==> src/reg_file.sv <==
// 32 x 32 integer register file, x0 reads as zero
// a write in the same cycle as a read of that register is returned directly
`timescale 1ns/1ps

module reg_file (
  input  logic        clk,
  input  logic        reset,
  input  logic [4:0]  rs1,
  input  logic [4:0]  rs2,
  input  logic [4:0]  rd,
  input  logic        we,
  input  logic [31:0] wdata,
  output logic [31:0] rs1_data,
  output logic [31:0] rs2_data
);

  logic [31:0] regs [32];

  always_ff @(posedge clk) begin
    if (reset) begin
      for (int k = 0; k < 32; k++) regs[k] <= '0;
    end else if (we && rd != 5'd0) begin
      regs[rd] <= wdata;
    end
  end

  // write-through so wb and decode can share a cycle
  assign rs1_data = (rs1 == 5'd0) ? '0 :
                    (we && rd == rs1) ? wdata : regs[rs1];
  assign rs2_data = (rs2 == 5'd0) ? '0 :
                    (we && rd == rs2) ? wdata : regs[rs2];

endmodule

==> config.mk <==
export PLATFORM = sky130hd
export DESIGN_NAME = reg_file
export DESIGN_NICKNAME = d
export VERILOG_FILES = /design/src/reg_file.sv
export SDC_FILE = /design/constraint.sdc
export NUM_CORES = 2
export LEC_CHECK = 0
export BUFFER_PORTS_ARGS = -buffer_cell sky130_fd_sc_hd__buf_2
export CORE_MARGIN = 2
export CORE_UTILIZATION = 45
export CTS_CLUSTER_DIAMETER = 50
export CTS_CLUSTER_SIZE = 14
export DETAILED_ROUTE_END_ITERATION = 8
export GPL_ROUTABILITY_DRIVEN = 1
export PLACE_DENSITY = 0.71
export SYNTH_ARGS = -nofsm -noshare
export SYNTH_HDL_FRONTEND = slang
export SYNTH_SLANG_ARGS = --single-unit
==> constraint.sdc <==
create_clock -name clk -period 1.9 [get_ports clk]
set_clock_uncertainty 0.1 [all_clocks]
set_input_delay 0.095 -clock clk [delete_from_list [all_inputs] [get_ports clk]]
set_output_delay 0.095 -clock clk [all_outputs]
set_load 0.01 [all_outputs]
==> results.cfg <==
[clock_network]
path_clk_slew_ps = 70
cts_root_buf = clkbuf_16
cts.htree.levels = 3
cts_inserted_buffers = 100
cts_max_path_buffers = 3
cts_tree = done
cts.sinks = 1024

[worst_setup_path]
path_cells = mux4_2 > a22o_4 > a2111oi_4 > buf_4 > a21oi_2 > a22o_1 > buf_2
crit_family = compound AO/OA/AOI/OAI gates
cp_num_buf_inv = 2
cp.arrival_ps = 2780
max_stage_delay_ps = 510
worstSetupPathType = reg2out
crit_path_top_delay_cell = mux4_2
cp-end-kind = output port
crit_fanout = 2
crit_required_ps = 1700
start_kind = flip-flop

[routing]
drt-initial-drc-count = 5743
antenna_left = 0
first_pass_iters = 6
drc = 0
drt-total-wl_mm = 193
viasPerCell = 6.52
routedWlPerCell_um = 32.5
vias = 38700

[pwr]
p_seq_share_pct = 47.7
p_switching_uw = 14600
powerDensity_nw_per_um2 = 828
clkPwrFrac_pct = 36.2
ir_drop_mv = 0.811
netSwitchingFraction_pct = 25.9
leakagePower_uw = 0.0247
p_int_uw = 41600
pwr-share-comb_pct = 16.1

[global_route]
antenna_found_initial = 9
grt_max_degree = 34
grt_pass1_wl_mm = 275
grtUsageTotal_pct = 30.6
grt_overflow_total = 0
grt_pass1_vias = 38700

[cells_and_area]
syn_to_final_growth_pct = 24.0
final.fill_count = 9260
fin_area_sq_um = 67800
multi_input_comb_area_sq_um = 24000
final_layout_size_suffix_gt1_share_pct = 36.0
largest_reg_flops = 1024
seqCellArea_sq_um = 30700
final_nets = 4289
regMostFlops = regs
largest_registers = regs x1024

[die]
num_rows = 127
core_sq_um = 120000
start_util_pct = 45.5
die_w_um = 353
die_y_um = 353
io_pins = 114
die_area_sq_um = 124000

[yosys]
async_flop_share_pct = 0
synthTopCellsByCount = 1024 x edfxtp_1, 994 x and2_1, 388 x mux4_2, 302 x clkbuf_1, 281 x mux2i_1
synth_ff_type = edfxtp_1
synth.most_common_cell = edfxtp_1
synth.distinct_cells = 50
postSynthRegisterBits = 1024
yosys_warnings = 0
seq_area_frac_synth_pct = 56.2
synth.avg_cell_area_sq_um = 14.6
synth_top_cells_by_area = edfxtp_1 56%, mux4_2 16%, and2_1 11%
syn-cell-area_sq_um = 54700
yosysTopAreaCellShare_pct = 56.2
syn_inst = 3740
synth_edf_count = 1024
yosys.area.top_type = edfxtp_1

[place]
placed_cell_area_sq_um = 62700
place_hpwl_mm = 131
place.gp.congestion = 0.958
io_buffers = 113

[sta]
slew_viol_final = 0
finalSetupViolations = 64
tightest_slew_ps = 664
period_needed_ps = 2980
max_freq_mhz = 336
hold_viol_final = 0
rsz0062_at_grt = yes
tns_ps = -52170
worst_slack_ps = -1080
max_slew_margin_pct = 55.7
holdWs_ps = 19.0
post-route-period-util_pct = 157

[outcome]
violations = setup timing
status = finished with violations

[run]
maxCapViolCount = 0

[hold_path]
hp-class = in2reg
==> final cells by class <==
type,instances,share of cell area (%)
tap,1612,2.97
antenna,10,0.0369
inverter,2,0.0111
clock inverter,57,0.929
sequential,1024,45.3
clock buffer,117,3.88
multi-input combinational,2331,35.3
timing repair buffer,780,11.5
==> power groups by stage <==
stage               clock network (uW)  registers [uW]  logic, uW
finish                           20300           26800       9050
detailed placement                   0           27200       8070
CTS                              20300           26700       8680
floorplan                            0           26900       4240
global route                     21200           26900       9270
global placement                     0           27100       8010
==> stage by stage <==
stage                     utilization (%)  total power [uW]  instances  setup WS, ps
after floorplan                         -             31200       3771         -23.7
after global placement               52.2             35100       5716          -914
after detailed placement             52.2             35300       5716          -906
after CTS                            56.0             55800       5917         -1070
after global routing                 56.4             57300       5923         -1110
final                                56.4             56200       5933         -1080
==> placed cells by master, fill, tap and decap left out, drive strengths merged, types with 5 or more instances in the layout <==
| master | netlist | final |
|---|---|---|
| a2111oi | 24 | 24 |
| a211oi | 7 | 7 |
| a21oi | 78 | 78 |
| a221o | 13 | 13 |
| a22o | 55 | 55 |
| a22oi | 133 | 133 |
| a31oi | 7 | 7 |
| a32oi | 9 | 9 |
| and2 | 996 | 996 |
| buf | 112 | 755 |
| bufinv | 0 | 10 |
| clkbuf | 302 | 117 |
| clkinv | 0 | 34 |
| clkinvlp | 0 | 8 |
| conb | 1 | 32 |
| diode | 0 | 10 |
| dlygate4sd3 | 0 | 25 |
| edfxtp | 1024 | 1024 |
| inv | 2 | 7 |
| mux2 | 5 | 5 |
| mux2i | 281 | 281 |
| mux4 | 388 | 388 |
| nand2 | 35 | 35 |
| nand3 | 12 | 12 |
| nand3b | 5 | 5 |
| nor2 | 43 | 43 |
| nor2b | 6 | 6 |
| o211ai | 10 | 10 |
| o21ai | 9 | 9 |
| o221a | 18 | 18 |
| o221ai | 42 | 42 |
| o22ai | 41 | 41 |
| or2 | 33 | 33 |
| xnor2 | 10 | 10 |
==> per-layer routing <==
metal	vias up	wire [um]	track usage [%]
li1	15500	-	-
met1	19500	69200	40.0
met2	2988	88000	47.5
met3	654	23100	6.64
met4	14	12500	17.0
met5	-	194	0
==> logic make-up after synthesis <==
| family | count (synthesis) | share of synthesized area [%] |
|---|---|---|
| XOR/XNOR | 10 | 0.160 |
| flip-flops | 1024 | 56.2 |
| AO/OA/AOI/OAI | 469 | 6.45 |
| other | 1 | 0.00685 |
| AND/OR/NAND/NOR | 1146 | 12.7 |
| buffers and inverters | 416 | 3.23 |
| multiplexers | 674 | 21.2 |
==> final timing paths <==
kind / cells past startpoint / slack, ps / endpoint / from
hold / removal: 2 / 20 / regs[11][23]$_SDFFCE_PN0P_ / wdata[23]
setup / recovery: 7 / -1080 / rs2_data[19] / regs[13][19]$_SDFFCE_PN0P_
==> timing repair <==
| item | CTS | global route |
|---|---|---|
| setup endpoints to repair | 64 | 64 |
| resized for setup | 194 | 57 |
| pin swaps | 126 | 37 |
| hold buffers | 25 | 0 |
| buffers inserted | 6 | 6 |
| endpoints found under the hold margin | 483 | 0 |
(Power assumes the default switching activity.)
