File: config.mk
export PLATFORM = sky130hd
export DESIGN_NAME = hazard_unit
export DESIGN_NICKNAME = d
export VERILOG_FILES = /design/src/isa_pkg.sv /design/src/pipe_pkg.sv /design/src/hazard_unit.sv
export SDC_FILE = /design/constraint.sdc
export NUM_CORES = 1
export LEC_CHECK = 0
export ABC_AREA = 1
export BUFFER_PORTS_ARGS = -buffer_cell sky130_fd_sc_hd__buf_2
export CORE_AREA = 2 2 39 41
export DETAILED_ROUTE_END_ITERATION = 10
export DIE_AREA = 0 0 41 43
export PLACE_DENSITY_LB_ADDON = 0.12
export SLEW_MARGIN = 20
export SYNTH_ARGS = -nofsm -noshare
export SYNTH_HDL_FRONTEND = slang
export SYNTH_SLANG_ARGS = --single-unit
export TNS_END_PERCENT = 30
File: constraint.sdc
create_clock -name vclk -period 2.12
set_input_delay 0.424 -clock vclk [all_inputs]
set_output_delay 0.424 -clock vclk [all_outputs]
set_load 0.005 [all_outputs]
File: src/isa_pkg.sv
// RV32I encodings for the supported subset only
// shifts, sltu, byte and halfword forms are not listed and decode as no-ops
package isa_pkg;

  // major opcodes
  localparam logic [6:0] op_rtype  = 7'b0110011;
  localparam logic [6:0] op_itype  = 7'b0010011;
  localparam logic [6:0] op_load   = 7'b0000011;
  localparam logic [6:0] op_store  = 7'b0100011;
  localparam logic [6:0] op_branch = 7'b1100011;
  localparam logic [6:0] op_jal    = 7'b1101111;
  localparam logic [6:0] op_jalr   = 7'b1100111;
  localparam logic [6:0] op_lui    = 7'b0110111;
  localparam logic [6:0] op_system = 7'b1110011;

  localparam logic [2:0] f3_add_sub = 3'b000; // add, sub, addi
  localparam logic [2:0] f3_slt     = 3'b010;
  localparam logic [2:0] f3_xor     = 3'b100;
  localparam logic [2:0] f3_or      = 3'b110;
  localparam logic [2:0] f3_and     = 3'b111;
  localparam logic [2:0] f3_lw      = 3'b010;
  localparam logic [2:0] f3_sw      = 3'b010;
  localparam logic [2:0] f3_beq     = 3'b000;
  localparam logic [2:0] f3_bne     = 3'b001;
  localparam logic [6:0] f7_base    = 7'b0000000;
  localparam logic [6:0] f7_sub     = 7'b0100000;

  // ecall convention, a7 == 10 means exit
  localparam logic [31:0] halt_code = 32'd10;
  localparam logic [4:0]  halt_reg  = 5'd17;

  typedef enum logic [3:0] {
    alu_add, alu_sub, alu_and, alu_or, alu_xor, alu_slt, alu_pass_b
  } alu_op_e;

  typedef struct packed {
    logic [6:0] funct7;
    logic [4:0] rs2, rs1;
    logic [2:0] funct3;
    logic [4:0] rd;
    logic [6:0] opcode;
  } r_fmt_t;

  typedef struct packed {
    logic [11:0] imm;
    logic [4:0]  rs1;
    logic [2:0]  funct3;
    logic [4:0]  rd;
    logic [6:0]  opcode;
  } i_fmt_t;

  typedef struct packed {
    logic [6:0] imm_hi;   // imm[11:5]
    logic [4:0] rs2, rs1;
    logic [2:0] funct3;
    logic [4:0] imm_lo;   // imm[4:0]
    logic [6:0] opcode;
  } s_fmt_t;

  typedef struct packed {
    logic       imm12;
    logic [5:0] imm10_5;
    logic [4:0] rs2, rs1;
    logic [2:0] funct3;
    logic [3:0] imm4_1;
    logic       imm11;
    logic [6:0] opcode;
  } b_fmt_t;

  typedef struct packed {
    logic [19:0] imm;     // upper 20 bits
    logic [4:0]  rd;
    logic [6:0]  opcode;
  } u_fmt_t;

  typedef struct packed {
    logic       imm20;
    logic [9:0] imm10_1;
    logic       imm11;
    logic [7:0] imm19_12;
    logic [4:0] rd;
    logic [6:0] opcode;
  } j_fmt_t;

  // one word, six views
  typedef union packed {
    r_fmt_t r;
    i_fmt_t i;
    s_fmt_t s;
    b_fmt_t b;
    u_fmt_t u;
    j_fmt_t j;
  } inst_u;

endpackage

File: src/pipe_pkg.sv
// pipeline register layouts and memory depths
// an all-zero ctrl is a bubble, so '0 clears any stage
package pipe_pkg;

  localparam int imem_words = 256;
  localparam int dmem_words = 256;

  typedef struct packed {
    isa_pkg::alu_op_e alu_op;
    logic alu_src_imm;   // b operand from imm
    logic mem_read;
    logic mem_write;
    logic reg_write;
    logic mem_to_reg;    // wb takes load data
    logic pc_to_reg;     // link value pc+4
    logic is_branch;
    logic is_jal;
    logic is_jalr;
    logic is_ecall;
  } ctrl_t;

  typedef struct packed {
    ctrl_t       ctrl;
    logic [31:0] pc;
    logic [31:0] rs1_data;
    logic [31:0] rs2_data;
    logic [31:0] imm;
    logic [4:0]  rs1, rs2, rd;
    logic [2:0]  funct3;
  } id_ex_t;

  typedef struct packed {
    ctrl_t       ctrl;
    logic [31:0] alu_out;    // pc+4 for jal and jalr
    logic [31:0] store_data;
    logic [4:0]  rd;
    logic        halt;
  } ex_mem_t;

  typedef struct packed {
    logic        reg_write;
    logic        mem_to_reg;
    logic [31:0] alu_out;
    logic [31:0] load_data;
    logic [4:0]  rd;
    logic        halt;
  } mem_wb_t;

  typedef enum logic [1:0] {fwd_none, fwd_mem, fwd_wb} fwd_sel_e;

endpackage

File: src/hazard_unit.sv
// forwarding selects for execute, load-use stall, flush on redirect
// mem stage wins over wb, x0 is never forwarded
`timescale 1ns/1ps

module hazard_unit (
  input  logic [4:0]          id_rs1,
  input  logic [4:0]          id_rs2,
  input  logic [4:0]          ex_rs1,
  input  logic [4:0]          ex_rs2,
  input  logic [4:0]          ex_rd,
  input  logic [4:0]          mem_rd,
  input  logic [4:0]          wb_rd,
  input  logic                ex_mem_read,
  input  logic                mem_reg_write,
  input  logic                wb_reg_write,
  input  logic                redirect,
  output pipe_pkg::fwd_sel_e  fwd_a,
  output pipe_pkg::fwd_sel_e  fwd_b,
  output logic                stall,
  output logic                flush
);

  function automatic pipe_pkg::fwd_sel_e pick(input logic [4:0] src);
    pipe_pkg::fwd_sel_e sel;
    sel = pipe_pkg::fwd_none;
    if (src != 5'd0) begin
      if (mem_reg_write && mem_rd == src) begin
        sel = pipe_pkg::fwd_mem;   // youngest value
      end else if (wb_reg_write && wb_rd == src) begin
        sel = pipe_pkg::fwd_wb;
      end
    end
    return sel;
  endfunction

  assign fwd_a = pick(ex_rs1);
  assign fwd_b = pick(ex_rs2);

  // load data only exists in mem, one bubble needed
  // rs2 of an i-type may match spuriously, costs a cycle only
  assign stall = ex_mem_read && (ex_rd != 5'd0) &&
                 (ex_rd == id_rs1 || ex_rd == id_rs2);

  assign flush = redirect;   // taken transfer or halting ecall

endmodule

==> flow_summary.ini <==
[placed_design]
routabilityCongestion = 0.8175
place_inst = 179
place_area_um2 = 823.3
dp_hpwl_mm = 1.408
port_buffers = 43

[route]
wl_per_cell_um = 8.397
drt_first_iter_violations = 24
ant_nets = 0
wirelength_mm = 1.503
via_per_inst = 4.525
drc = 0
vias = 810
dr.pass1.iters = 6

[floorplan]
ios = 45
die_x_um = 41
core-area_um2 = 1384
rows = 14
dieArea_um2 = 1763
die_y_um = 43
initial_utilization_pct = 43.04

[setup_path]
crit_path_end_kind = output port
path_class = in2out
critPathArrivalTime_ns = 1.18
crit_path_start_kind = input port
path_max_fanout = 2
cp.required_ns = 1.70

[global_route]
grt_pass1_vias = 726
grt-ovfl-total = 0
antenna_found_initial = 0
grt.total_usage_pct = 19.48
grt_max_degree = 5
grt_first_pass_wirelength_mm = 2.566

[sta]
fmax_mhz = 624.7
rsz0062_at_grt = false
slew_violations = 0
tns_ns = 0
fin_crit_ns = 1.601
timing.final.crit_share_pct = 75.50
hold_violations = 0
max_slew.worst_pin.slew_ns = 0.2537
fin_hold_ws_ns = 0.8480
setup_viol = 0
maxSlewHeadroom_pct = 82.97

[power]
p_leak_nw = 0.5282
power_density_nw_per_um2 = 171.5
peakVddDrop_uv = 69.99

[synth]
ys_seq_area_share_pct = 0
synth_top_area_share_pct = 29.62
synthAdderAreaFrac_pct = 0
synthXorXnorAreaFrac_pct = 13.24
yosys-top-cells-area = nand2_1 30%, inv_1 13%, xnor2_1 12%, nor2_1 7.6%, nor3_2 6.7%
ys.warnings.count = 0
synthCells = 121
syn_area_um2 = 595.6
synth_common_cells = 47 x nand2_1, 21 x inv_1, 12 x nor2_1
synthMuxAreaShare_pct = 0
synth_compound_area_share_pct = 6.513
synth.most_common_cell = nand2_1
synth.distinct_cells = 19
yosysTopAreaCell = nand2_1
syn_area_per_cell_um2 = 4.922
syn_nets = 160
synth_top_family_by_area = simple AND/OR/NAND/NOR gates
yosys.area_share.simple_pct = 61.97

[cts]
ctsHoldBuffers = 0
post_cts_resized = 0
cts_setup_buffers = 0

[final_layout]
fin_nets = 204
design.seq.count = 0
fin_area_um2 = 823.3
nClkBuffers = 0
register_area_um2 = 0
diodes = 0
drive_gt1_share_pct = 34.36
synthToLayoutAreaGrowth_pct = 38.24
final_cell_count_no_fill = 179

[min_path]
hp-class = in2out

[flow_run]
maxCapViolCount = 0

[status]
status = finished clean
final timing paths:
kind / startpoint / to / slack [ns] / cells after the start
hold / removal: redirect / flush / 0.85 / 0
setup / recovery: mem_rd[2] / fwd_a[0] / 0.52 / 5
cell families after synthesis:
logic type      after synthesis
compound gates                6
buf+inv                      28
xor+xnor                      9
simple gates                 78
layer usage:
layer / routed length (um) / global-route usage, %
met1: 712 / 28.16
met2: 688 / 33.13
met3: 102 / 0
met4: 0 / 0
met5: 0 / 0
critical path, stage by stage:
cell and delay (ns):
buf_2 0.12, xnor2_1 0.25, nand3b_4 0.10, nor3_2 0.15, buf_2 0.13
final cells by class:
cell class	instances	area (um^2)
Multi-Input combinational cell	93	486.7
Fill cell	159	560.5
Timing Repair Buffer	43	215.2
Tap cell	16	20.02
Inverter	27	101.3
where the power goes:
group	switching [mW]	total [mW]	internal [mW]
Clock	0	0	0
Sequential	0	0	0
Combinational	0.0749	0.141	0.0663
Total	0.0749	0.141	0.0663
through the flow:
step | utilization [%] | total power [mW] | setup WS [ns]
after detailed placement | 59.49 | 0.1416 | 0.5155
after global placement | 59.49 | 0.1392 | 0.5256
final | 59.49 | 0.1412 | 0.5193
after global routing | 59.49 | 0.1623 | 0.4220
after floorplan | - | 0.07894 | 0.7702
after CTS | 59.49 | 0.1422 | 0.5137
cells in the final DEF (no fill, tap or decap):
cell / count
or2_1: 1
a21oi_2: 1
nand2_1: 47
nand3b_1: 1
nor2_1: 12
inv_1: 21
nand3b_4: 1
nor3_2: 4
xor2_1: 1
nand4_2: 1
o21ai_0: 1
buf_2: 43
inv_2: 6
a21oi_1: 2
xnor2_1: 8
o211ai_1: 2
nand3_1: 6
or2_0: 1
nand4_1: 4
No activity file was read; power rests on OpenSTA's default activity.
