**src/isa_pkg.sv**
```systemverilog
// RV32I encodings for the supported subset only
// shifts, sltu, byte and halfword forms are not listed and decode as no-ops
package isa_pkg;

  // major opcodes
  localparam logic [6:0] op_rtype  = 7'b0110011;
  localparam logic [6:0] op_itype  = 7'b0010011;
  localparam logic [6:0] op_load   = 7'b0000011;
  localparam logic [6:0] op_store  = 7'b0100011;
  localparam logic [6:0] op_branch = 7'b1100011;
  localparam logic [6:0] op_jal    = 7'b1101111;
  localparam logic [6:0] op_jalr   = 7'b1100111;
  localparam logic [6:0] op_lui    = 7'b0110111;
  localparam logic [6:0] op_system = 7'b1110011;

  localparam logic [2:0] f3_add_sub = 3'b000; // add, sub, addi
  localparam logic [2:0] f3_slt     = 3'b010;
  localparam logic [2:0] f3_xor     = 3'b100;
  localparam logic [2:0] f3_or      = 3'b110;
  localparam logic [2:0] f3_and     = 3'b111;
  localparam logic [2:0] f3_lw      = 3'b010;
  localparam logic [2:0] f3_sw      = 3'b010;
  localparam logic [2:0] f3_beq     = 3'b000;
  localparam logic [2:0] f3_bne     = 3'b001;
  localparam logic [6:0] f7_base    = 7'b0000000;
  localparam logic [6:0] f7_sub     = 7'b0100000;

  // ecall convention, a7 == 10 means exit
  localparam logic [31:0] halt_code = 32'd10;
  localparam logic [4:0]  halt_reg  = 5'd17;

  typedef enum logic [3:0] {
    alu_add, alu_sub, alu_and, alu_or, alu_xor, alu_slt, alu_pass_b
  } alu_op_e;

  typedef struct packed {
    logic [6:0] funct7;
    logic [4:0] rs2, rs1;
    logic [2:0] funct3;
    logic [4:0] rd;
    logic [6:0] opcode;
  } r_fmt_t;

  typedef struct packed {
    logic [11:0] imm;
    logic [4:0]  rs1;
    logic [2:0]  funct3;
    logic [4:0]  rd;
    logic [6:0]  opcode;
  } i_fmt_t;

  typedef struct packed {
    logic [6:0] imm_hi;   // imm[11:5]
    logic [4:0] rs2, rs1;
    logic [2:0] funct3;
    logic [4:0] imm_lo;   // imm[4:0]
    logic [6:0] opcode;
  } s_fmt_t;

  typedef struct packed {
    logic       imm12;
    logic [5:0] imm10_5;
    logic [4:0] rs2, rs1;
    logic [2:0] funct3;
    logic [3:0] imm4_1;
    logic       imm11;
    logic [6:0] opcode;
  } b_fmt_t;

  typedef struct packed {
    logic [19:0] imm;     // upper 20 bits
    logic [4:0]  rd;
    logic [6:0]  opcode;
  } u_fmt_t;

  typedef struct packed {
    logic       imm20;
    logic [9:0] imm10_1;
    logic       imm11;
    logic [7:0] imm19_12;
    logic [4:0] rd;
    logic [6:0] opcode;
  } j_fmt_t;

  // one word, six views
  typedef union packed {
    r_fmt_t r;
    i_fmt_t i;
    s_fmt_t s;
    b_fmt_t b;
    u_fmt_t u;
    j_fmt_t j;
  } inst_u;

endpackage

```
**src/alu.sv**
```systemverilog
// integer alu plus branch condition for beq and bne
// slt is signed, bcond comes from the subtractor
`timescale 1ns/1ps

module alu (
  input  isa_pkg::alu_op_e op,
  input  logic [31:0]      a,
  input  logic [31:0]      b,
  input  logic [2:0]       funct3,
  output logic [31:0]      result,
  output logic             bcond
);

  logic [31:0] diff;
  logic        zero;

  assign diff = a - b;
  assign zero = (diff == 32'd0);

  always_comb begin
    case (op)
      isa_pkg::alu_add:    result = a + b;
      isa_pkg::alu_sub:    result = diff;
      isa_pkg::alu_and:    result = a & b;
      isa_pkg::alu_or:     result = a | b;
      isa_pkg::alu_xor:    result = a ^ b;
      isa_pkg::alu_slt:    result = {31'd0, $signed(a) < $signed(b)};
      isa_pkg::alu_pass_b: result = b;   // lui
      default:             result = '0;
    endcase
  end

  // only meaningful when execute holds a branch
  always_comb begin
    case (funct3)
      isa_pkg::f3_beq: bcond = zero;
      isa_pkg::f3_bne: bcond = !zero;
      default:         bcond = 1'b0;
    endcase
  end

endmodule

```
**config.mk**
```make
export PLATFORM = sky130hd
export DESIGN_NAME = alu
export DESIGN_NICKNAME = d
export VERILOG_FILES = /design/src/isa_pkg.sv /design/src/alu.sv
export SDC_FILE = /design/constraint.sdc
export NUM_CORES = 1
export LEC_CHECK = 0
export BUFFER_PORTS_ARGS = -buffer_cell sky130_fd_sc_hd__buf_2
export CAP_MARGIN = 20
export CORE_MARGIN = 1
export CORE_UTILIZATION = 30
export DETAILED_ROUTE_END_ITERATION = 6
export SLEW_MARGIN = 40
export SYNTH_ARGS = -nofsm -noshare
export SYNTH_HDL_FRONTEND = slang
export SYNTH_SLANG_ARGS = --single-unit
```
**constraint.sdc**
```tcl
create_clock -name vclk -period 4
set_input_delay 0.2 -clock vclk [all_inputs]
set_output_delay 0.2 -clock vclk [all_outputs]
set_load 0.005 [all_outputs]
```
==> out/qor.yml, run 1 <==
run_status: "finished, final reports clean"
router_iterations_before_antenna_repair: 5
initial_core_util_pct: 30.5
dieHeight_um: 143
path_cells: "buf_2 -> inv_1 -> ha_1 -> o21ba_2 -> o21ai_0 -> a21oi_1 -> o211ai_1 -> a21oi_1 -> a21oi_1 -> or4b_2 -> nor4_4 -> nand4_1 -> mux2i_1 -> buf_2"
sequential_cell_area_um2: 0
route.detailed.wl_per_inst_um: 18.6
hold_violations: 0
setup-tns-final_ns: 0
timing.critical_path.slowest_stage_cell: "sky130_fd_sc_hd__or4b_2"
detailed_place.area_mm2: 0.00690
maxSlewHeadroom_pct: 51.3
gp_routability_congestion: 0.985
worst_min_delay_path_class: "in2out"
post_cts_buffers: 0
worstPathMaxFanout: 7
post_cts_resized: 0
antenna_found_initial: 0
setup_viol: 0
vdd.ir_drop.worst_mv: 0.0277
areaGrowthSynthToFinish_pct: 16.3
synth.yosys.warnings: 0
period_minus_slack_ns: 3.73
final_antenna_net_count: 0
die_width_um: 143
drt-total-wl_um: 23400
worst-slew-pin-transition_ns: 0.730
worst_setup_path_start_kind: "primary input"
site_rows: 51
post-route-drc-count: 0
p_per_area_mw_per_mm2: 146
io_pins: 104
grt_overflow: 0
drt_iter0_markers: 793
rsz0062_at_grt: "false"
clk_buffers: 0
wire_length_of_the_first_global_routing_pass_um: 36800
final_nets: 1164
synth.yosys.seq_area_share_pct: 0
cts_hold_repair.buffers: 0
crit_arrival_ns: 3.53
timing.critical_path.required_ns: 3.80
design.die.area_mm2: 0.0204
leakage_nw: 3.25
layout.cells.non_filler: 1254
synth.lib_cells_used.distinct: 83
critical-path-top-cell-by-count: "sky130_fd_sc_hd__a21oi_1"
setup.worst_path.class: "in2out"
maxClockFrequency_ghz: 0.268
postSynthAreaPerCell_um2: 6.61
drive_above_1_share_pct: 18.5
synthesis.area_mm2: 0.00594
count_of_sequential_standard_cells: 0
number_of_global_route_vias_before_repair: 6633
viasPerCell: 5.76
detailroute.via_count: 7223
placed_cells_incl_taps: 1254
final_design_area_no_fill_mm2: 0.00691
report.final.slew_viol_count: 0
post-dp-hpwl_um: 18800
critical_path.endpoint_type: "primary output"
core_area_mm2: 0.0195
grt_usage_pct: 22.6
max-cap-violations: 0
layout_worst_path_cycle_share_pct: 93.4
n_antenna_cell: 0
mappedNetlistNets: 1072
buffer_ports.inserted: 104
grt_start_max_net_pins: 25
cp_slowest_stage_delay_ns: 0.64
synth_cells: 899
[area by class of cell]
class | count | area (um2)
well taps | 265 | 332
multi-input cells | 751 | 5390
fillers | 2185 | 12600
inverters | 90 | 338
repair buffers | 148 | 851
[layout by cell type, fill, tap and decap left out, drive strengths merged, types with 14 or more instances in the layout]
cell type | netlist | final
buf | 12 | 148
ha | 100 | 100
inv | 90 | 90
nor2 | 88 | 88
a21oi | 87 | 87
o21ai | 68 | 68
nand2 | 39 | 39
nor3 | 28 | 28
o211ai | 22 | 22
a22oi | 21 | 21
xnor2 | 20 | 20
nand2b | 18 | 18
a221oi | 15 | 15
nand3 | 15 | 15
a21o | 14 | 14
[where the power goes]
group	switching (mW)	internal, mW	leakage, nW	total (mW)
clock	0	0	0	0
sequential	0	0	0	0
combinational	0.615	0.393	3.25	1.01
[synthesized netlist by cell type, drive strengths merged, types with 4 or more instances]
cell     number  area (um2)
ha          100        1250
inv          90         338
nor2         88         330
a21oi        87         439
o21ai        68         340
clkbuf       46         173
nand2        39         146
nor3         28         145
o211ai       22         165
a22oi        21         158
xnor2        20         175
nand2b       18         113
a221oi       15         131
nand3        15        75.1
a21o         14         105
buf          12        68.8
nor2b        12        77.6
nand4        11        68.8
mux2i        10         100
nor4         10        83.8
o22ai        10        62.6
o21bai        9        67.6
or3           9        56.3
a211oi        8        65.1
a31oi         7        58.8
and2          7        43.8
or2           7        43.8
a211o         6        53.8
o21a          6        45.0
or4           6        48.8
a221o         5        50.1
and3          5        31.3
nor3b         5        37.5
o2111ai       5        43.8
o221ai        5        43.8
o311ai        5        43.8
o31ai         5        37.5
xor2          5        43.8
a2111oi       4        35.0
nor4b         4        47.6
o21ba         4        40.0
[final timing paths]
path,slack (ns),to,startpoint,cells past startpoint
max,0.27,bcond,a[1],14
min,0.72,bcond,funct3[0],4
[logic make-up (layout without fill, tap and decap cells)]
group / after synthesis / after routing / synth area share [%]
XOR/XNOR: 25 / 25 / 3.69
adder cells (fa/ha/maj): 102 / 102 / 21.7
AND/OR/NAND/NOR: 274 / 274 / 24.3
AO/OA/AOI/OAI: 337 / 337 / 38.3
multiplexers: 13 / 13 / 2.25
buffers and inverters: 148 / 238 / 9.75
[critical path, delay by kind of cell]
family | cells | cell delay, ns
muxes | 1 | 0.16
buffers and inverters | 3 | 0.33
AOI/OAI and AO/OA | 6 | 1.51
and+or+nand+nor | 3 | 1.00
adders and majority gates | 1 | 0.33
[layer usage]
layer / global-route usage (%) / wire, um
met1: 33.4 / 11100
met2: 36.2 / 10200
met3: 1.88 / 1850
met4: 2.72 / 251
met5: 0 / 0
[per-stage QoR]
step | total power, mW | worst slack (ns) | util [%] | hold slack (ns)
2_1_floorplan | 0.652 | 0.849 | - | 0.466
3_3_place_gp | 0.977 | 0.273 | 35.5 | 0.721
3_5_place_dp | 0.979 | 0.233 | 35.5 | 0.728
4_1_cts | 0.986 | 0.210 | 35.5 | 0.727
5_1_grt | 1.10 | 0.00257 | 35.5 | 0.757
6_report | 1.01 | 0.265 | 35.5 | 0.723
Note: power is estimated with default switching activity, not from simulation.
==> run 2: changes to the inputs <==
- clock period: 4 -> 4.84 ns (I/O delays scaled with it)
==> out/qor.yml, run 2 (same netlist as run 1, synthesis figures left out) <==
maxClockFrequency_ghz: 0.247
die_width_um: 143  # unchanged
hold_violations: 0  # unchanged
detailed_place.area_mm2: 0.00669  # was 0.00690 mm2
maxSlewHeadroom_pct: 44.0  # was 51.3%
timing.critical_path.required_ns: 4.60  # was 3.80 ns
layout_worst_path_cycle_share_pct: 83.7
clock_power_share_pct: 0  # about the same
post_cts_buffers: 0  # unchanged
viasPerCell: 5.84  # was 5.76
clk_buffers: 0  # unchanged
count_of_sequential_standard_cells: 0  # unchanged
buffer_ports.inserted: 104  # unchanged
period_minus_slack_ns: 4.05
power.combinational.fraction_pct: 100.0  # about the same
n_antenna_cell: 0  # unchanged
multi_input_area_mm2: 0.00539  # about the same
filler_cells: 2133  # was 2185
final_antenna_net_count: 0  # unchanged
gp_routability_congestion: 0.973  # was 0.985
leading_cell_type_in_the_layout_fill_and_taps_excluded: "sky130_fd_sc_hd__buf_2"  # unchanged
dieHeight_um: 143  # unchanged
worst_min_delay_path_class: "in2out"  # unchanged
min_from: "funct3[0]"  # unchanged
wire_length_of_the_first_global_routing_pass_um: 35100  # was 36800 um
leakage_nw: 3.11  # was 3.25 nW
setup.worst_path.class: "in2out"  # unchanged
netSwitchingFraction_pct: 62.2  # was 61.0%
drive_above_1_share_pct: 16.1  # was 18.5%
commonest_non_fill_non_tap_cells_in_the_layout: "104 x sky130_fd_sc_hd__buf_2, 100 x sky130_fd_sc_hd__ha_1, 88 x sky130_fd_sc_hd__inv_1, 87 x sky130_fd_sc_hd__nor2_1, 86 x sky130_fd_sc_hd__a21oi_1"  # was 104 x sky130_fd_sc_hd__buf_2, 100 x sky130_fd_sc_hd__ha_1, 88 x sky130_fd_sc_hd__inv_1, 88 x sky130_fd_sc_hd__nor2_1, 86 x sky130_fd_sc_hd__a21oi_1
design.die.area_mm2: 0.0204  # unchanged
worst_hold_path.endpoint: "bcond"  # unchanged
p_seq_share_pct: 0  # about the same
grt_usage_pct: 21.7  # was 22.6%
worst_setup_path_start_kind: "primary input"  # unchanged
post_cts_resized: 0  # unchanged
report.final.slew_viol_count: 0  # unchanged
core_area_mm2: 0.0195  # unchanged
vdd.ir_drop.worst_mv: 0.0247  # was 0.0277 mV
drt-total-wl_um: 22700  # was 23400 um
initial_core_util_pct: 30.5  # unchanged
final_design_area_no_fill_mm2: 0.00670  # was 0.00691 mm2
run_status: "finished, final reports clean"  # unchanged
totalPowerFinal_mw: 0.798  # was 1.01 mW
finalHoldWorstSlack_ns: 0.808  # was 0.723 ns
worstPathMaxFanout: 11  # was 7
post-dp-hpwl_um: 18100  # was 18800 um
areaGrowthSynthToFinish_pct: 12.8  # was 16.3%
total_switching_power_mw: 0.496  # was 0.615 mW
antenna_found_initial: 0  # unchanged
sequential_cell_area_um2: 0  # unchanged
grt_overflow: 0  # unchanged
p_per_area_mw_per_mm2: 119  # was 146 mW/mm2
crit_arrival_ns: 3.81  # was 3.53 ns
internal_power_mw: 0.301  # was 0.393 mW
setup-tns-final_ns: 0  # unchanged
router_iterations_before_antenna_repair: 5  # unchanged
detailroute.via_count: 7159  # was 7223
max-cap-violations: 0  # unchanged
post-route-drc-count: 0  # unchanged
io_pins: 104  # unchanged
number_of_global_route_vias_before_repair: 6421  # was 6633
grt_start_max_net_pins: 23  # was 25
hold_path_depth: 4  # unchanged
site_rows: 51  # unchanged
drt_iter0_markers: 623  # was 793
setup_viol: 0  # unchanged
cts_hold_repair.buffers: 0  # unchanged
route.detailed.wl_per_inst_um: 18.5  # was 18.6 um
critical_path.endpoint_type: "primary output"  # unchanged
worst-slew-pin-transition_ns: 0.838  # was 0.730 ns
rsz0062_at_grt: "false"  # unchanged
final_nets: 1136  # was 1164
-- run 2: cell types whose count changed in the layout (fill, tap and decap cells not counted) --
cell / delta
sky130_fd_sc_hd__nor2_1: -1
sky130_fd_sc_hd__o21a_2: -1
sky130_fd_sc_hd__o31ai_1: +1
sky130_fd_sc_hd__nor3_1: -1
sky130_fd_sc_hd__o21ai_1: -2
sky130_fd_sc_hd__o21a_1: +1
sky130_fd_sc_hd__nor3_2: +1
sky130_fd_sc_hd__o31ai_2: -1
sky130_fd_sc_hd__buf_4: -28
sky130_fd_sc_hd__o21ai_0: +2
sky130_fd_sc_hd__nor2_2: +1
-- run 2: per-stage QoR --
step,utilization (%),setup WS [ns],std cells
floorplan,-,1.60,899
global placement,34.4,0.915,1226
detailed placement,34.4,0.832,1226
CTS,34.4,0.808,1226
global route,34.4,0.506,1226
finish,34.4,0.788,1226
-- run 2: layer usage --
layer,vias up,wire length (um),global-route usage [%]
li1,3437,-,-
met4,0,569,5.66
met5,-,0,0
met2,313,9760,33.7
met3,36,1650,1.88
met1,3373,10700,31.7
-- run 2: area by class of cell --
cell class / instances / share of cell area (%)
multi-input combinational: 751 / 80.4
timing repair buffer: 120 / 9.56
inverter: 90 / 5.04
tap: 265 / 4.95
-- run 2: worst max-delay path by stage --
| stage | startpoint | slack, ns | to |
|---|---|---|---|
| after global placement | a[0] | 0.91 | bcond |
| after global routing | a[0] | 0.51 | bcond |
| final | b[2] | 0.79 | bcond |
| after CTS | a[0] | 0.81 | bcond |
| after detailed placement | a[2] | 0.83 | bcond |
| after floorplan | a[0] | 1.60 | bcond |
-- run 2: power by group through the flow --
stage          Combinational [mW]  Sequential [mW]  Clock, mW
2_1_floorplan               0.539                0          0
3_3_place_gp                0.778                0          0
3_5_place_dp                0.779                0          0
4_1_cts                     0.784                0          0
5_1_grt                     0.875                0          0
6_report                    0.798                0          0
-- run 2: worst max-delay path, cell delays in order --
cell,delay (ns)
sky130_fd_sc_hd__buf_2,0.10
sky130_fd_sc_hd__inv_1,0.06
sky130_fd_sc_hd__ha_1,0.41
sky130_fd_sc_hd__nand2b_1,0.23
sky130_fd_sc_hd__a211oi_2,0.27
sky130_fd_sc_hd__o21a_1,0.39
sky130_fd_sc_hd__a31oi_4,0.21
sky130_fd_sc_hd__a21oi_2,0.39
sky130_fd_sc_hd__o211ai_1,0.19
sky130_fd_sc_hd__or4_4,0.56
sky130_fd_sc_hd__nor4b_2,0.28
sky130_fd_sc_hd__nand4_1,0.17
sky130_fd_sc_hd__mux2i_1,0.18
sky130_fd_sc_hd__buf_2,0.13
