## config.mk

```make
export PLATFORM = sky130hd
export DESIGN_NAME = decode_unit
export DESIGN_NICKNAME = d
export VERILOG_FILES = /design/src/isa_pkg.sv /design/src/pipe_pkg.sv /design/src/decode_unit.sv
export SDC_FILE = /design/constraint.sdc
export NUM_CORES = 1
export LEC_CHECK = 0
export BUFFER_PORTS_ARGS = -buffer_cell sky130_fd_sc_hd__buf_4
export CAP_MARGIN = 20
export CORE_UTILIZATION = 39
export DETAILED_ROUTE_END_ITERATION = 8
export PLACE_DENSITY_LB_ADDON = 0.2
export SYNTH_ARGS = -nofsm -noshare
export SYNTH_HDL_FRONTEND = slang
export SYNTH_SLANG_ARGS = --single-unit
```

## constraint.sdc

```tcl
create_clock -name vclk -period 3
set_clock_uncertainty 0.2 [all_clocks]
set_input_delay 0.15 -clock vclk [all_inputs]
set_output_delay 0.15 -clock vclk [all_outputs]
set_load 0.01 [all_outputs]
```

## src/isa_pkg.sv

```systemverilog
// RV32I encodings for the supported subset only
// shifts, sltu, byte and halfword forms are not listed and decode as no-ops
package isa_pkg;

  // major opcodes
  localparam logic [6:0] op_rtype  = 7'b0110011;
  localparam logic [6:0] op_itype  = 7'b0010011;
  localparam logic [6:0] op_load   = 7'b0000011;
  localparam logic [6:0] op_store  = 7'b0100011;
  localparam logic [6:0] op_branch = 7'b1100011;
  localparam logic [6:0] op_jal    = 7'b1101111;
  localparam logic [6:0] op_jalr   = 7'b1100111;
  localparam logic [6:0] op_lui    = 7'b0110111;
  localparam logic [6:0] op_system = 7'b1110011;

  localparam logic [2:0] f3_add_sub = 3'b000; // add, sub, addi
  localparam logic [2:0] f3_slt     = 3'b010;
  localparam logic [2:0] f3_xor     = 3'b100;
  localparam logic [2:0] f3_or      = 3'b110;
  localparam logic [2:0] f3_and     = 3'b111;
  localparam logic [2:0] f3_lw      = 3'b010;
  localparam logic [2:0] f3_sw      = 3'b010;
  localparam logic [2:0] f3_beq     = 3'b000;
  localparam logic [2:0] f3_bne     = 3'b001;
  localparam logic [6:0] f7_base    = 7'b0000000;
  localparam logic [6:0] f7_sub     = 7'b0100000;

  // ecall convention, a7 == 10 means exit
  localparam logic [31:0] halt_code = 32'd10;
  localparam logic [4:0]  halt_reg  = 5'd17;

  typedef enum logic [3:0] {
    alu_add, alu_sub, alu_and, alu_or, alu_xor, alu_slt, alu_pass_b
  } alu_op_e;

  typedef struct packed {
    logic [6:0] funct7;
    logic [4:0] rs2, rs1;
    logic [2:0] funct3;
    logic [4:0] rd;
    logic [6:0] opcode;
  } r_fmt_t;

  typedef struct packed {
    logic [11:0] imm;
    logic [4:0]  rs1;
    logic [2:0]  funct3;
    logic [4:0]  rd;
    logic [6:0]  opcode;
  } i_fmt_t;

  typedef struct packed {
    logic [6:0] imm_hi;   // imm[11:5]
    logic [4:0] rs2, rs1;
    logic [2:0] funct3;
    logic [4:0] imm_lo;   // imm[4:0]
    logic [6:0] opcode;
  } s_fmt_t;

  typedef struct packed {
    logic       imm12;
    logic [5:0] imm10_5;
    logic [4:0] rs2, rs1;
    logic [2:0] funct3;
    logic [3:0] imm4_1;
    logic       imm11;
    logic [6:0] opcode;
  } b_fmt_t;

  typedef struct packed {
    logic [19:0] imm;     // upper 20 bits
    logic [4:0]  rd;
    logic [6:0]  opcode;
  } u_fmt_t;

  typedef struct packed {
    logic       imm20;
    logic [9:0] imm10_1;
    logic       imm11;
    logic [7:0] imm19_12;
    logic [4:0] rd;
    logic [6:0] opcode;
  } j_fmt_t;

  // one word, six views
  typedef union packed {
    r_fmt_t r;
    i_fmt_t i;
    s_fmt_t s;
    b_fmt_t b;
    u_fmt_t u;
    j_fmt_t j;
  } inst_u;

endpackage

```

## src/pipe_pkg.sv

```systemverilog
// pipeline register layouts and memory depths
// an all-zero ctrl is a bubble, so '0 clears any stage
package pipe_pkg;

  localparam int imem_words = 256;
  localparam int dmem_words = 256;

  typedef struct packed {
    isa_pkg::alu_op_e alu_op;
    logic alu_src_imm;   // b operand from imm
    logic mem_read;
    logic mem_write;
    logic reg_write;
    logic mem_to_reg;    // wb takes load data
    logic pc_to_reg;     // link value pc+4
    logic is_branch;
    logic is_jal;
    logic is_jalr;
    logic is_ecall;
  } ctrl_t;

  typedef struct packed {
    ctrl_t       ctrl;
    logic [31:0] pc;
    logic [31:0] rs1_data;
    logic [31:0] rs2_data;
    logic [31:0] imm;
    logic [4:0]  rs1, rs2, rd;
    logic [2:0]  funct3;
  } id_ex_t;

  typedef struct packed {
    ctrl_t       ctrl;
    logic [31:0] alu_out;    // pc+4 for jal and jalr
    logic [31:0] store_data;
    logic [4:0]  rd;
    logic        halt;
  } ex_mem_t;

  typedef struct packed {
    logic        reg_write;
    logic        mem_to_reg;
    logic [31:0] alu_out;
    logic [31:0] load_data;
    logic [4:0]  rd;
    logic        halt;
  } mem_wb_t;

  typedef enum logic [1:0] {fwd_none, fwd_mem, fwd_wb} fwd_sel_e;

endpackage

```

## src/decode_unit.sv

```systemverilog
// control and immediate from one instruction word
// unsupported encodings give ctrl == 0, i.e. a no-op
// on ecall rs1 is forced to x17 so execute can check the exit code
`timescale 1ns/1ps

module decode_unit (
  input  isa_pkg::inst_u  inst,
  output pipe_pkg::ctrl_t ctrl,
  output logic [31:0]     imm,
  output logic [4:0]      rs1
);

  always_comb begin
    isa_pkg::alu_op_e r_op;
    logic r_ok;
    r_op = isa_pkg::alu_add;
    r_ok = (inst.r.funct7 == isa_pkg::f7_base);
    // r-type function select
    case (inst.r.funct3)
      isa_pkg::f3_add_sub: begin
        r_op = (inst.r.funct7 == isa_pkg::f7_sub) ? isa_pkg::alu_sub : isa_pkg::alu_add;
        r_ok = (inst.r.funct7 == isa_pkg::f7_base) || (inst.r.funct7 == isa_pkg::f7_sub);
      end
      isa_pkg::f3_slt: r_op = isa_pkg::alu_slt;
      isa_pkg::f3_xor: r_op = isa_pkg::alu_xor;
      isa_pkg::f3_or:  r_op = isa_pkg::alu_or;
      isa_pkg::f3_and: r_op = isa_pkg::alu_and;
      default:         r_ok = 1'b0;   // shifts, sltu
    endcase

    ctrl = '0;
    case (inst.r.opcode)
      isa_pkg::op_rtype: if (r_ok) begin
        ctrl.alu_op    = r_op;
        ctrl.reg_write = 1'b1;
      end
      isa_pkg::op_itype: if (inst.i.funct3 == isa_pkg::f3_add_sub) begin // addi only
        ctrl.alu_src_imm = 1'b1;
        ctrl.reg_write   = 1'b1;
      end
      isa_pkg::op_load: if (inst.i.funct3 == isa_pkg::f3_lw) begin
        ctrl.alu_src_imm = 1'b1;
        ctrl.mem_read    = 1'b1;
        ctrl.mem_to_reg  = 1'b1;
        ctrl.reg_write   = 1'b1;
      end
      isa_pkg::op_store: if (inst.s.funct3 == isa_pkg::f3_sw) begin
        ctrl.alu_src_imm = 1'b1;
        ctrl.mem_write   = 1'b1;
      end
      isa_pkg::op_branch:
        if (inst.b.funct3 == isa_pkg::f3_beq || inst.b.funct3 == isa_pkg::f3_bne) begin
          ctrl.alu_op    = isa_pkg::alu_sub;  // compare by subtraction
          ctrl.is_branch = 1'b1;
        end
      isa_pkg::op_jal: begin
        ctrl.is_jal    = 1'b1;
        ctrl.pc_to_reg = 1'b1;
        ctrl.reg_write = 1'b1;
      end
      isa_pkg::op_jalr: begin
        ctrl.alu_src_imm = 1'b1;   // alu forms rs1 + imm
        ctrl.is_jalr     = 1'b1;
        ctrl.pc_to_reg   = 1'b1;
        ctrl.reg_write   = 1'b1;
      end
      isa_pkg::op_lui: begin
        ctrl.alu_op      = isa_pkg::alu_pass_b;
        ctrl.alu_src_imm = 1'b1;
        ctrl.reg_write   = 1'b1;
      end
      isa_pkg::op_system:   // plain ecall, ebreak and csr ops ignored
        ctrl.is_ecall = (inst.i.imm == 12'd0) && (inst.i.funct3 == 3'd0);
      default: ctrl = '0;
    endcase
  end

  // immediate through the format view its opcode selects
  always_comb begin
    case (inst.r.opcode)
      isa_pkg::op_itype, isa_pkg::op_load, isa_pkg::op_jalr:
        imm = {{20{inst.i.imm[11]}}, inst.i.imm};
      isa_pkg::op_store:
        imm = {{20{inst.s.imm_hi[6]}}, inst.s.imm_hi, inst.s.imm_lo};
      isa_pkg::op_branch:
        imm = {{20{inst.b.imm12}}, inst.b.imm11, inst.b.imm10_5, inst.b.imm4_1, 1'b0};
      isa_pkg::op_lui:
        imm = {inst.u.imm, 12'd0};
      isa_pkg::op_jal:
        imm = {{12{inst.j.imm20}}, inst.j.imm19_12, inst.j.imm11, inst.j.imm10_1, 1'b0};
      default: imm = '0;
    endcase
  end

  assign rs1 = ctrl.is_ecall ? isa_pkg::halt_reg : inst.r.rs1;

endmodule

```

==> flow_metrics.py, run 1 <==
metrics = {
    "outcome": {
        "status": "finished clean",
    },
    "sta": {
        "hold_viol_final": 0,
        "setup_violations": 0,
        "grt_setup_unrepaired": "no",
        "min_period_ps": 2060,
        "timing.fmax_ghz": 0.485,
        "drv_slew": 0,
        "slew_headroom_pct": 43.8,
        "hold_ws_ps": 376,
        "worst_pin_slew_ps": 841,
        "tns_ps": 0,
        "finalCritPeriodShare_pct": 68.8,
    },
    "power": {
        "vdd_drop_max_mv": 0.0495,
        "power_per_cell_area_nw_per_um2": 81.6,
        "clock_power_share_pct": 0,
        "comb_power_share_pct": 100.0,
        "p_sw_share_pct": 47.1,
        "power_w": 0.000110,
        "switchingPower_w": 0.0000517,
        "p_int_w": 0.0000579,
        "seqPwrFrac_pct": 0,
        "leakagePower_nw": 0.816,
    },
    "min_path": {
        "hp-class": "in -> out",
    },
    "floorplanning": {
        "rows": 15,
        "die_h_um": 45.7,
        "die_x_um": 45.7,
        "core_um2": 1760,
        "io_pins": 83,
        "start_util_pct": 42.2,
        "fp.dieArea_um2": 2090,
    },
    "detailed_routing": {
        "dr.pass1.iters": 4,
        "antenna_left": 0,
        "wl_um": 2740,
        "routed_via_density": 5.45,
        "vias": 1112,
        "drt_iter0_drc": 33,
        "wl_per_cell_um": 13.4,
        "drc": 0,
    },
    "synthesis": {
        "synth_cell_types": 42,
        "netlist_instances": 104,
        "synth_top_area_share_pct": 19.2,
        "ys_warn_count": 0,
        "syn_avg_cell_area_um2": 7.16,
        "synth_area_um2": 744,
        "synthTopCellsByArea": "a21o_1, nor2b_1, a22o_1",
        "yosysSeqAreaShare_pct": 0,
        "yosys.area.top_type": "a21o_1",
        "syn_nets": 136,
    },
    "cells_and_area": {
        "clock_buffers": 0,
        "num_antenna_cells": 0,
        "finalNetCount": 213,
        "drive_gt1_share_pct": 52.5,
        "final_util_pct": 76.1,
        "seq_cells": 0,
        "layout_common_cells": "buf_4, a21o_1, nor2b_1",
        "area_growth_pct": 80.3,
        "multi_input_area_um2": 688,
        "register_area_um2": 0,
        "final_common_cell": "buf_4",
        "fill_cells": 151,
    },
    "worst_setup_path": {
        "cp_max_fo": 13,
        "cp.arrival_ps": 1710,
        "crit_type": "in -> out",
        "end_kind": "output pin",
        "cp.required_ps": 2650,
        "start_kind": "input port",
    },
    "global_routing": {
        "gr-total-overflow": 0,
        "grt_usage_pct": 24.2,
        "grt_pass1_wl_um": 3910,
        "grt_start_max_net_pins": 14,
        "grt_pass1_vias": 936,
        "antenna_found_initial": 0,
    },
    "clock_tree": {
        "post_cts_buffers": 0,
        "hold_buffers": 0,
        "ctsResizeCount": 0,
    },
    "place": {
        "io_buffers": 82,
        "gp_congestion": 0.898,
        "hpwl_um": 2290,
    },
    "run": {
        "cap_violations": 0,
    },
}
## final timing paths
path	startpoint	endpoint	slack (ps)	depth (start not counted)
hold / removal	inst[19]	rs1[4]	380	3
setup / recovery	inst[4]	ctrl[6]	940	6
## synthesized netlist by cell type (2+ instances only)
| cell | n |
|---|---|
| a21o_1 | 19 |
| a22o_1 | 4 |
| buf_2 | 3 |
| buf_4 | 3 |
| nand2_1 | 8 |
| nand3_1 | 2 |
| nor2_1 | 8 |
| nor2b_1 | 9 |
| nor3_1 | 2 |
| nor4_1 | 5 |
| nor4_2 | 2 |
| o21bai_1 | 2 |
| or2_1 | 5 |
| or3_4 | 3 |
| or3b_1 | 2 |
## worst max-delay path: stages
cell,delay [ps]
buf_4,140
or3b_1,390
nor2_1,660
a31oi_1,130
nand2_1,120
buf_4,130
## cell families (layout without fill, tap and decap cells)
kind of cell | after synthesis | after routing | share of synthesized area [%]
AO/OA/AOI/OAI | 37 | 37 | 39.3
XOR/XNOR | 1 | 1 | 1.18
buffers and inverters | 9 | 84 | 7.56
multiplexers | 1 | 1 | 1.34
other | 1 | 1 | 0.504
AND/OR/NAND/NOR | 55 | 55 | 50.1
## metrics by stage
stage	cells	setup WS [ps]	cell area, µm²
final	204	937	1340
after floorplan	104	1260	744
after global placement	204	1010	1340
after detailed placement	204	976	1340
after CTS	204	971	1340
after global routing	204	860	1340
## power groups by stage
stage | Combinational (W) | Clock [W] | Sequential [W]
finish | 0.000110 | 0 | 0
global route | 0.000117 | 0 | 0
CTS | 0.000109 | 0 | 0
detailed placement | 0.000108 | 0 | 0
global placement | 0.000106 | 0 | 0
floorplan | 0.0000456 | 0 | 0
## layer usage
layer,GRT usage [%],vias to the layer above,share of wire (%)
met5,0,-,0
met4,4.71,0,0
met3,1.19,0,6.3
met2,46.9,54,54
met1,28.9,513,39
li1,-,545,-
## area by class of cell
class	instances	area share, %
multi-input combinational	95	51.3
timing repair buffer	82	45.9
tap	25	2.33
inverter	2	0.559
Note: power is estimated with default switching activity, not from simulation.
==> run 2: changes to the inputs <==
--- a/config.mk
+++ b/config.mk
@@ -7,7 +7,7 @@
 export LEC_CHECK = 0
 export BUFFER_PORTS_ARGS = -buffer_cell sky130_fd_sc_hd__buf_4
 export CAP_MARGIN = 20
-export CORE_UTILIZATION = 39
+export CORE_UTILIZATION = 36
 export DETAILED_ROUTE_END_ITERATION = 8
 export PLACE_DENSITY_LB_ADDON = 0.2
 export SYNTH_ARGS = -nofsm -noshare
==> constraint.sdc (replaced) <==
create_clock -name vclk -period 1.97
set_clock_uncertainty 0.2 [all_clocks]
set_input_delay 0.0985 -clock vclk [all_inputs]
set_output_delay 0.0985 -clock vclk [all_outputs]
set_load 0.01 [all_outputs]
==> flow_metrics.py, run 2 (synthesized netlist as in run 1, its figures left out) <==
metrics = {
    "cells_and_area": {
        "clock_buffers": 0,
        "register_area_um2": 0,
        "finalNetCount": 216,
        "final_common_cell": "buf_4",
        "fill_cells": 178,
        "num_antenna_cells": 0,
        "seq_cells": 0,
        "final_util_pct": 70.0,
        "drive_gt1_share_pct": 53.8,
        "final_area_um2": 1370,
        "layout_common_cells": "buf_4, a21o_1, nor2b_1",
        "area_growth_pct": 84.5,
    },
    "floorplanning": {
        "fp.dieArea_um2": 2250,
        "core_um2": 1960,
        "die_h_um": 47.5,
        "die_x_um": 47.5,
        "start_util_pct": 37.9,
        "io_pins": 83,
        "rows": 16,
    },
    "worst_setup_path": {
        "end_kind": "output pin",
        "critPathBufInv": 2,
        "slowest_delay_ps": 380,
        "crit_family": "simple AND/OR/NAND/NOR gates",
        "cp.arrival_ps": 1510,
        "cp.required_ps": 1670,
        "cp_max_fo": 6,
        "critPathSlowestCell": "or3_4",
        "start_kind": "input port",
        "crit_type": "in -> out",
        "crit_path_cell_trace": "buf_4 -> or2_1 -> or3_4 -> nor4_4 -> or2_1 -> buf_4",
    },
    "detailed_routing": {
        "wl_per_cell_um": 13.0,
        "routed_via_density": 5.32,
        "vias": 1111,
        "route.met2.wl_um": 1420,
        "wl_um": 2710,
        "antenna_left": 0,
        "top_layer": "met3",
        "drt_iter0_drc": 20,
        "wl_met3_um": 187,
        "drc": 0,
        "dr.pass1.iters": 4,
        "wl_met1_um": 1110,
    },
    "clock_tree": {
        "post_cts_buffers": 0,
        "hold_buffers": 0,
    },
    "sta": {
        "hold_viol_final": 0,
        "tns_ps": 0,
        "finalCritPeriodShare_pct": 91.7,
        "grt_setup_unrepaired": "no",
        "drv_slew": 0,
        "setup_violations": 0,
        "min_period_ps": 1810,
        "timing.fmax_ghz": 0.554,
        "hold_ws_ps": 280,
    },
    "power": {
        "power_per_cell_area_nw_per_um2": 122,
        "leakagePower_nw": 0.832,
        "power_w": 0.000167,
        "vdd_drop_max_mv": 0.0895,
    },
    "min_path": {
        "min_to": "rs1[4]",
        "hp-class": "in -> out",
        "whs_path_depth": 3,
        "min-delay-start": "inst[19]",
    },
    "place": {
        "dpl-instance-area_um2": 1370,
        "hpwl_um": 2190,
        "io_buffers": 82,
        "gp_congestion": 0.852,
    },
    "global_routing": {
        "gr-total-overflow": 0,
        "grt_usage_pct": 21.8,
        "grt_start_max_net_pins": 12,
        "antenna_found_initial": 0,
        "grt_pass1_wl_um": 3710,
        "grt_pass1_vias": 889,
    },
    "outcome": {
        "status": "finished clean",
    },
    "run": {
        "cap_violations": 0,
    },
}
[run 2: cell count changes in the layout (fill, tap and decap cells not counted)]
cell / delta
buf_4: +3
nor4_1: -1
nor4_2: +1
[run 2: worst max path at each step]
stage	startpoint	end	cells past startpoint
5_1_grt	inst[13]	ctrl[12]	6
2_1_floorplan	inst[13]	ctrl[12]	5
6_report	inst[3]	rs1[4]	6
4_1_cts	inst[25]	rs1[4]	6
3_5_place_dp	inst[25]	rs1[4]	6
3_3_place_gp	inst[25]	rs1[0]	6
[run 2: layout make-up]
| cell class | count | area (µm²) | area share (%) |
|---|---|---|---|
| well taps | 27 | 33.8 | 2.46 |
| inverters | 2 | 7.51 | 0.546 |
| multi-input cells | 95 | 694 | 50.5 |
| repair buffers | 85 | 638 | 46.4 |
[run 2: timing repair]
action                     4_1_cts  5_1_grt
setup endpoints to repair        0        3
gates resized for setup          0        1
hold endpoints to repair         0        0
[run 2: where the power goes]
group	internal [W]	switching (W)	leakage (nW)
Sequential	0	0	0
Clock	0	0	0
Combinational	0.0000891	0.0000783	0.832
Total	0.0000891	0.0000783	0.832
[run 2: layer usage]
layer,up-vias,global-route usage [%]
met5,-,0
met4,0,1.71
met3,0,1.51
met2,49,37.3
met1,509,31.0
li1,553,-
[run 2: metrics by stage]
| stage | std cells | setup WS [ps] |
|---|---|---|
| after floorplan | 104 | 335 |
| after global placement | 209 | 184 |
| after detailed placement | 209 | 134 |
| after CTS | 209 | 130 |
| after global routing | 209 | 57.7 |
| final | 209 | 164 |
